<file path="src/common/muldiv_pkg.sv">
//--------------------------------------------------------------------------
// muldiv shared definitions
// operand width, divider step count and the opcode and state enums
//--------------------------------------------------------------------------
`default_nettype none

package muldiv_pkg;

    localparam int XLEN      = 32;                 // operand and result width
    localparam int DIV_STEPS = 32;                 // one quotient bit per step
    localparam int DIV_CNT_W = $clog2(DIV_STEPS);  // step counter width

    // function codes follow the RV32M funct3 field
    typedef enum logic [2:0] {
        OP_MUL    = 3'b000,
        OP_MULH   = 3'b001,
        OP_MULHSU = 3'b010,
        OP_MULHU  = 3'b011,
        OP_DIV    = 3'b100,
        OP_DIVU   = 3'b101,
        OP_REM    = 3'b110,
        OP_REMU   = 3'b111
    } muldiv_op_e;

    typedef enum logic [1:0] {
        CTRL_IDLE = 2'd0,
        CTRL_MUL  = 2'd1,  // waiting on the multiplier
        CTRL_DIV  = 2'd2   // waiting on the divider
    } ctrl_state_e;

    typedef enum logic [1:0] {
        MUL_IDLE = 2'd0,
        MUL_EXEC = 2'd1,
        MUL_RET  = 2'd2
    } mul_state_e;

    typedef enum logic [1:0] {
        DIV_IDLE  = 2'd0,
        DIV_CHECK = 2'd1,  // zero test and magnitude conversion
        DIV_EXEC  = 2'd2,
        DIV_RET   = 2'd3
    } div_state_e;

endpackage

`default_nettype wire

</file>
<file path="src/hw/muldiv/muldiv_ctrl.sv">
//--------------------------------------------------------------------------
// muldiv control
// accepts one operation, starts the matching core and merges the results
//--------------------------------------------------------------------------
`default_nettype none
`timescale 1ns/1ps

module muldiv_ctrl import muldiv_pkg::*; (
    input  wire              clk_i,
    input  wire              rst,
    input  wire              valid_i,
    input  wire muldiv_op_e  op_i,
    input  wire              mul_done_i,
    input  wire              div_done_i,
    input  wire [XLEN-1:0]   mul_rslt_i,
    input  wire [XLEN-1:0]   div_rslt_i,
    output logic             mul_start_o,
    output logic             mul_src1_signed_o,
    output logic             mul_src2_signed_o,
    output logic             mul_high_o,
    output logic             div_start_o,
    output logic             div_signed_o,
    output logic             div_rem_o,
    output logic             busy_o,
    output logic             done_o,
    output logic [XLEN-1:0]  rslt_o
);

    ctrl_state_e state_r;
    logic        accept;  // idle and requested
    logic        is_div;

    assign is_div      = op_i[2];  // funct3 msb picks the divider
    assign accept      = (state_r == CTRL_IDLE) && valid_i;
    assign mul_start_o = accept && !is_div;
    assign div_start_o = accept && is_div;

    //----------------------------------------------------------------------
    // operand flags per function code
    //----------------------------------------------------------------------
    always_comb begin
        mul_src1_signed_o = 1'b0;
        mul_src2_signed_o = 1'b0;
        mul_high_o        = 1'b0;
        div_signed_o      = 1'b0;
        div_rem_o         = 1'b0;
        case (op_i)
            OP_MULH: begin
                mul_src1_signed_o = 1'b1;
                mul_src2_signed_o = 1'b1;
                mul_high_o        = 1'b1;
            end
            OP_MULHSU: begin
                mul_src1_signed_o = 1'b1;  // rs2 stays unsigned
                mul_high_o        = 1'b1;
            end
            OP_MULHU: mul_high_o = 1'b1;
            OP_DIV:   div_signed_o = 1'b1;
            OP_REM: begin
                div_signed_o = 1'b1;
                div_rem_o    = 1'b1;
            end
            OP_REMU:  div_rem_o = 1'b1;
            default:  ;  // OP_MUL, OP_DIVU
        endcase
    end

    //----------------------------------------------------------------------
    // busy tracking
    //----------------------------------------------------------------------
    always_ff @(posedge clk_i) begin
        if (rst) begin
            state_r <= CTRL_IDLE;
        end else begin
            case (state_r)
                CTRL_IDLE: begin
                    if (mul_start_o) state_r <= CTRL_MUL;
                    else if (div_start_o) state_r <= CTRL_DIV;
                end
                CTRL_MUL: if (mul_done_i) state_r <= CTRL_IDLE;
                CTRL_DIV: if (div_done_i) state_r <= CTRL_IDLE;
                default:  state_r <= CTRL_IDLE;
            endcase
        end
    end

    assign busy_o = (state_r != CTRL_IDLE);  // holds through the done cycle
    assign done_o = mul_done_i | div_done_i;
    assign rslt_o = mul_rslt_i | div_rslt_i;  // idle core drives zero

endmodule

`default_nettype wire

</file>
<file path="src/hw/muldiv/mul_core.sv">
//--------------------------------------------------------------------------
// two-step multiplier on 33-bit sign-extended operands
//--------------------------------------------------------------------------
`default_nettype none
`timescale 1ns/1ps

module mul_core import muldiv_pkg::*; (
    input  wire              clk_i,
    input  wire              rst,
    input  wire              start_i,
    input  wire              src1_signed_i,
    input  wire              src2_signed_i,
    input  wire              high_i,
    input  wire [XLEN-1:0]   src1_i,
    input  wire [XLEN-1:0]   src2_i,
    output logic             done_o,
    output logic [XLEN-1:0]  rslt_o
);

    mul_state_e                state_r;
    logic signed [XLEN:0]      mcand_r;    // 33 bit
    logic signed [XLEN:0]      mplier_r;   // 33 bit
    logic                      high_r;
    logic [2*XLEN-1:0]         prod_r;
    logic signed [2*XLEN+1:0]  full_prod;  // upper two bits are sign copies

    assign full_prod = mcand_r * mplier_r;

    always_ff @(posedge clk_i) begin
        if (rst) begin
            state_r <= MUL_IDLE;
        end else begin
            case (state_r)
                MUL_IDLE: if (start_i) state_r <= MUL_EXEC;
                MUL_EXEC: state_r <= MUL_RET;
                default:  state_r <= MUL_IDLE;
            endcase
        end
    end

    always_ff @(posedge clk_i) begin
        if (state_r == MUL_IDLE && start_i) begin
            mcand_r  <= {src1_signed_i && src1_i[XLEN-1], src1_i};
            mplier_r <= {src2_signed_i && src2_i[XLEN-1], src2_i};
            high_r   <= high_i;
        end
        if (state_r == MUL_EXEC) begin
            prod_r <= full_prod[2*XLEN-1:0];
        end
    end

    assign done_o = (state_r == MUL_RET);
    assign rslt_o = (!done_o) ? '0 :
                    (high_r)  ? prod_r[2*XLEN-1:XLEN] : prod_r[XLEN-1:0];

endmodule

`default_nettype wire

</file>
<file path="src/hw/muldiv/div_core.sv">
//--------------------------------------------------------------------------
// sequential restoring divider
// magnitude conversion, zero divisor path and result sign correction
//--------------------------------------------------------------------------
`default_nettype none
`timescale 1ns/1ps

module div_core import muldiv_pkg::*; (
    input  wire              clk_i,
    input  wire              rst,
    input  wire              start_i,
    input  wire              signed_i,
    input  wire              rem_i,
    input  wire [XLEN-1:0]   src1_i,
    input  wire [XLEN-1:0]   src2_i,
    output logic             done_o,
    output logic [XLEN-1:0]  rslt_o
);

    div_state_e            state_r;
    logic                  dvd_neg_r;  // dividend negative
    logic                  dvs_neg_r;  // divisor negative
    logic                  quo_neg_r;
    logic                  rem_neg_r;
    logic                  rem_sel_r;  // return remainder
    logic [XLEN-1:0]       rem_r;
    logic [XLEN-1:0]       quo_r;
    logic [XLEN-1:0]       dvs_r;
    logic [DIV_CNT_W-1:0]  cnt_r;

    logic [XLEN-1:0]       dvd_mag;
    logic [XLEN-1:0]       dvs_mag;
    logic                  dvs_zero;
    logic [XLEN:0]         shifted;    // partial remainder with next dividend bit
    logic [XLEN+1:0]       diff;
    logic                  q_bit;
    logic [XLEN-1:0]       quo_out;
    logic [XLEN-1:0]       rem_out;

    assign dvd_mag  = (dvd_neg_r) ? (~rem_r + XLEN'(1)) : rem_r;  // rem_r holds dividend
    assign dvs_mag  = (dvs_neg_r) ? (~dvs_r + XLEN'(1)) : dvs_r;
    assign dvs_zero = (dvs_r == '0);
    assign shifted  = {rem_r, quo_r[XLEN-1]};
    assign diff     = {1'b0, shifted} - {2'b00, dvs_r};
    assign q_bit    = !diff[XLEN+1];  // no borrow

    //----------------------------------------------------------------------
    // state machine
    //----------------------------------------------------------------------
    always_ff @(posedge clk_i) begin
        if (rst) begin
            state_r <= DIV_IDLE;
        end else begin
            case (state_r)
                DIV_IDLE:  if (start_i) state_r <= DIV_CHECK;
                DIV_CHECK: state_r <= (dvs_zero) ? DIV_RET : DIV_EXEC;
                DIV_EXEC:  if (cnt_r == '0) state_r <= DIV_RET;
                default:   state_r <= DIV_IDLE;
            endcase
        end
    end

    //----------------------------------------------------------------------
    // datapath
    //----------------------------------------------------------------------
    always_ff @(posedge clk_i) begin
        case (state_r)
            DIV_IDLE: begin
                if (start_i) begin
                    rem_sel_r <= rem_i;
                    dvd_neg_r <= signed_i && src1_i[XLEN-1];
                    dvs_neg_r <= signed_i && src2_i[XLEN-1];
                    quo_neg_r <= signed_i && (src1_i[XLEN-1] ^ src2_i[XLEN-1]);
                    rem_neg_r <= signed_i && src1_i[XLEN-1];  // follows the dividend
                    rem_r     <= src1_i;
                    quo_r     <= '0;
                    dvs_r     <= src2_i;
                end
            end
            DIV_CHECK: begin
                if (dvs_zero) begin
                    quo_r     <= '1;  // rem_r keeps the raw dividend
                    quo_neg_r <= 1'b0;
                    rem_neg_r <= 1'b0;
                end else begin
                    rem_r <= '0;
                    quo_r <= dvd_mag;  // shifted out msb first
                    dvs_r <= dvs_mag;
                end
                cnt_r <= DIV_CNT_W'(DIV_STEPS - 1);
            end
            DIV_EXEC: begin
                rem_r <= (q_bit) ? diff[XLEN-1:0] : shifted[XLEN-1:0];
                quo_r <= {quo_r[XLEN-2:0], q_bit};
                cnt_r <= cnt_r - DIV_CNT_W'(1);
            end
            default: ;
        endcase
    end

    assign quo_out = (quo_neg_r) ? (~quo_r + XLEN'(1)) : quo_r;
    assign rem_out = (rem_neg_r) ? (~rem_r + XLEN'(1)) : rem_r;

    assign done_o = (state_r == DIV_RET);
    assign rslt_o = (!done_o) ? '0 : (rem_sel_r) ? rem_out : quo_out;

endmodule

`default_nettype wire

</file>
<file path="src/hw/muldiv/muldiv_unit.sv">
//--------------------------------------------------------------------------
// RV32M multiply and divide unit, control plus the two sequential cores
//--------------------------------------------------------------------------
`default_nettype none
`timescale 1ns/1ps

module muldiv_unit import muldiv_pkg::*; (
    input  wire              clk_i,
    input  wire              rst,
    input  wire              valid_i,
    input  wire muldiv_op_e  op_i,
    input  wire [XLEN-1:0]   src1_i,
    input  wire [XLEN-1:0]   src2_i,
    output wire              busy_o,
    output wire              done_o,
    output wire [XLEN-1:0]   rslt_o
);

    wire            mul_start;
    wire            mul_src1_signed;
    wire            mul_src2_signed;
    wire            mul_high;
    wire            mul_done;
    wire [XLEN-1:0] mul_rslt;
    wire            div_start;
    wire            div_signed;
    wire            div_rem;
    wire            div_done;
    wire [XLEN-1:0] div_rslt;

    muldiv_ctrl u_ctrl (
        .clk_i            (clk_i),
        .rst              (rst),
        .valid_i          (valid_i),
        .op_i             (op_i),
        .mul_done_i       (mul_done),
        .div_done_i       (div_done),
        .mul_rslt_i       (mul_rslt),
        .div_rslt_i       (div_rslt),
        .mul_start_o      (mul_start),
        .mul_src1_signed_o(mul_src1_signed),
        .mul_src2_signed_o(mul_src2_signed),
        .mul_high_o       (mul_high),
        .div_start_o      (div_start),
        .div_signed_o     (div_signed),
        .div_rem_o        (div_rem),
        .busy_o           (busy_o),
        .done_o           (done_o),
        .rslt_o           (rslt_o)
    );

    mul_core u_mul (
        .clk_i        (clk_i),
        .rst          (rst),
        .start_i      (mul_start),
        .src1_signed_i(mul_src1_signed),
        .src2_signed_i(mul_src2_signed),
        .high_i       (mul_high),
        .src1_i       (src1_i),
        .src2_i       (src2_i),
        .done_o       (mul_done),
        .rslt_o       (mul_rslt)
    );

    div_core u_div (
        .clk_i   (clk_i),
        .rst     (rst),
        .start_i (div_start),
        .signed_i(div_signed),
        .rem_i   (div_rem),
        .src1_i  (src1_i),
        .src2_i  (src2_i),
        .done_o  (div_done),
        .rslt_o  (div_rslt)
    );

endmodule

`default_nettype wire

</file>
<file path="config.mk">
export PLATFORM = sky130hd
export DESIGN_NAME = muldiv_unit
export DESIGN_NICKNAME = d
export VERILOG_FILES = /design/src/common/muldiv_pkg.sv /design/src/hw/muldiv/muldiv_ctrl.sv /design/src/hw/muldiv/mul_core.sv /design/src/hw/muldiv/div_core.sv /design/src/hw/muldiv/muldiv_unit.sv
export SDC_FILE = /design/constraint.sdc
export NUM_CORES = 2
export LEC_CHECK = 0
export BUFFER_PORTS_ARGS = -buffer_cell sky130_fd_sc_hd__buf_2
export CORE_UTILIZATION = 40
export CTS_BUF_LIST = sky130_fd_sc_hd__clkbuf_8
export DETAILED_ROUTE_END_ITERATION = 8
export GPL_TIMING_DRIVEN = 0
export SKIP_LAST_GASP = 1
export SYNTH_ARGS = -nofsm -noshare
export SYNTH_HDL_FRONTEND = slang
export SYNTH_SLANG_ARGS = --single-unit
export TNS_END_PERCENT = 20
</file>
<file path="constraint.sdc">
create_clock -name clk_i -period 23.1 [get_ports clk_i]
set_clock_uncertainty 0.05 [all_clocks]
set_input_delay 5.775 -clock clk_i [delete_from_list [all_inputs] [get_ports clk_i]]
set_output_delay 5.775 -clock clk_i [all_outputs]
set_load 0.02 [all_outputs]
</file>
==> run metrics <==
FF-to-FF path depth 25; worst-skew pair later-pin latency 630 ps; Synth Cell Area 0.0522 mm2; # clock sinks 243; violated checks capacitance limit, slew limit; Post-DP Area 0.0551 mm2; crit path time final 11590 ps; flip-flop and latch count after synthesis 243; 1st-pass router iterations 8; WL final 201000 um; root buf cell clkbuf_8; DPL Wire Length 165000 um; initial antenna violation count 39; CORE AREA 0.129 mm2; global route total overflow 0; syn_area_per_cell 9.58 um2; Die X 363 um; Hold WS 432 ps; Max-cap violations 3; Seq/Total Area, Yosys 0.139; post-synthesis cell count 5444; Critical Path RT 23300 ps; first-pass GRT wire length 290000 um; crit path capture type flop; Setup violations, final 0; GPL Wtd Cong 1.04; Net Count, Synth 6892; number of library cell types mapped by synthesis 71; Tot GR Track Use 0.309; Final Instance Area 0.0561 mm2; critical path type reg -> reg; TritonCTS clock tree yes; num rows 132; Max Slew Vio Count 35; max frequency 86.3 MHz; DR WL/cell 27.2 um; synth-to-layout area growth 7.43%; setup tns final 0 ps; CP max FO 12; outcome complete, but fails checks; drt first-iter violations 4252; Clk pin slew, worst setup/hold paths 70 ps; initial core utilization 0.403; TritonCTS buffer count 42; Placed Cells 7305; largest net degree at the start of global routing 37; layout cells sized above 1 0.0417; Post-CTS Hold Fix Bufs 0; H-Tree Depth 2; I/O pins 104; die height 363 um; relative slew slack -0.0282; Die ar. 0.132 mm2; Routed Antenna Nets 0; Synth Warn # 0; Final period util 0.502; number of global-route vias before repair 42.0k; Primary FF master, synth edfxtp_1; RSZ-0062 raised after global routing false; vias per inst 5.45; Gates resized, CTS repair 0; Post-synth EDFFs 237; Hold Path Depth 1; Vias 40.3k; Crit path arrival time 11800 ps; number of cells in the finished layout apart from fillers 7398; clk buf depth 3; Layout Nets 7055; # DRC 0; Post-synth ARST share 0; CP startpoint kind flop; Worst Max-Slew Pin Slew 1540 ps; Final Hold Viols 0; port buffer count 103; Hold Crit Class reg -> reg; Post-CTS Repair Setup Buffers 0
## metrics by stage
step | utilization | setup WS, ps
finish | 0.433 | 11510
global route | 0.433 | 11570
CTS | 0.433 | 12040
detailed placement | 0.426 | 12040
global placement | 0.424 | 6440
floorplan | - | 10090
## placed cells by master (no fill, tap or decap), types with 7 or more instances in the layout
cell / count
edfxtp_1: 237
fa_1: 1125
and3_1: 11
nor2b_1: 41
inv_1: 1205
or3_1: 23
diode_2: 17
nor3_1: 33
a31oi_1: 11
and2_1: 542
a211oi_1: 13
a21o_1: 37
nand2b_1: 29
o2bb2ai_1: 27
o22ai_1: 34
buf_4: 11
a21boi_0: 7
a21oi_1: 117
o21a_1: 15
o21ai_0: 118
nor4_1: 13
clkbuf_1: 262
xnor2_1: 160
o211ai_1: 8
nor2_1: 99
buf_2: 105
buf_1: 8
nand2_1: 706
clkbuf_8: 46
nand4_1: 13
o21bai_1: 12
o31ai_1: 19
mux2i_1: 63
ha_1: 252
mux2_2: 29
or4_1: 7
xor2_1: 65
nand3_1: 29
## cell usage after synthesis (all sizes together) (12+ instances only)
master,instances,area (um2)
o21bai,12,90.1
edfxtp,237,7120
ha,252,3150
nor3,33,165
nor2,100,375
nor4,16,121
nand2,706,2650
a21oi,117,586
nand2b,29,181
a211oi,14,105
inv,1191,4470
and2,542,3390
o2bb2ai,27,236
or3,26,178
a21o,37,278
xor2,65,569
nand4,13,81.3
o21ai,120,601
o22ai,34,213
fa,1126,22500
clkbuf,262,983
o21a,15,113
nand3,29,145
nor2b,42,263
mux2i,63,631
mux2,29,327
o31ai,21,185
xnor2,160,1400
## sequential cells by signal, indices dropped and copies added (netlist names)
register / count
u_ctrl.state_r: 2
u_div.cnt_r: 5
u_div.dvd_neg_r: 1
u_div.dvs_neg_r: 1
u_div.dvs_r: 32
u_div.quo_neg_r: 1
u_div.quo_r: 32
u_div.rem_neg_r: 1
u_div.rem_r: 32
u_div.rem_sel_r: 1
u_div.state_r: 2
u_mul.high_r: 1
u_mul.mcand_r: 33
u_mul.mplier_r: 33
u_mul.prod_r: 64
u_mul.state_r: 2
## layer usage
layer  GRT usage  routed length (um)  vias up
li1            -                   -    16800
met1       0.407               78300    20800
met2       0.464               86700     2245
met3      0.0768               21800      558
met4       0.179               14000       20
met5           0                 153        -
## worst max-delay path, cell delays in order (launching register included)
cell      delay [ps]
edfxtp_1         870
clkbuf_1        1180
nand2_1          200
fa_1             550
inv_1             60
fa_1             500
fa_1             530
inv_1             50
fa_1             480
inv_1             50
fa_1             480
fa_1             510
fa_1             490
inv_1             50
fa_1             700
inv_1             80
ha_1             420
nand2_1          150
or4_1            470
or4_1            490
o31ai_1          910
a211oi_1         390
o221ai_1         420
and3_1           240
o22ai_1          100
xnor2_1          820
## path summary, 6_finish.rpt
check	start	end	slack, ps
setup reg to reg	u_mul.mplier_r[8]	u_mul.prod_r[63]	11510
hold reg to reg	u_ctrl.state_r[0]	u_ctrl.state_r[1]	430
hold / removal	u_ctrl.state_r[0]	u_ctrl.state_r[1]	430
setup / recovery	u_mul.mplier_r[8]	u_mul.prod_r[63]	11510
## layout make-up
cell class | count | area, um2
Multi-Input combinational cell | 3737 | 39500
Clock inverter | 30 | 253
Buffer | 273 | 1030
Clock buffer | 46 | 633
Timing Repair Buffer | 119 | 721
Fill cell | 12900 | 73400
Sequential cell | 243 | 7240
Inverter | 1191 | 4470
Tap cell | 1742 | 2180
Antenna cell | 17 | 42.5
## cell families (layout without fill, tap and decap cells)
family,count (synthesis),in the layout,synth area share
XOR/XNOR,225,225,0.0378
AO/OA/AOI/OAI,465,465,0.0568
AND/OR/NAND/NOR,1577,1577,0.151
adder cells (fa/ha/maj),1378,1378,0.492
buffers and inverters,1464,1659,0.105
multiplexers,92,92,0.0183
flip-flops,243,243,0.139
other,0,17,0
Power is left out: the tool's default activity adds up to more than one toggle a clock period on the data nets, which glitch-free logic cannot reach.
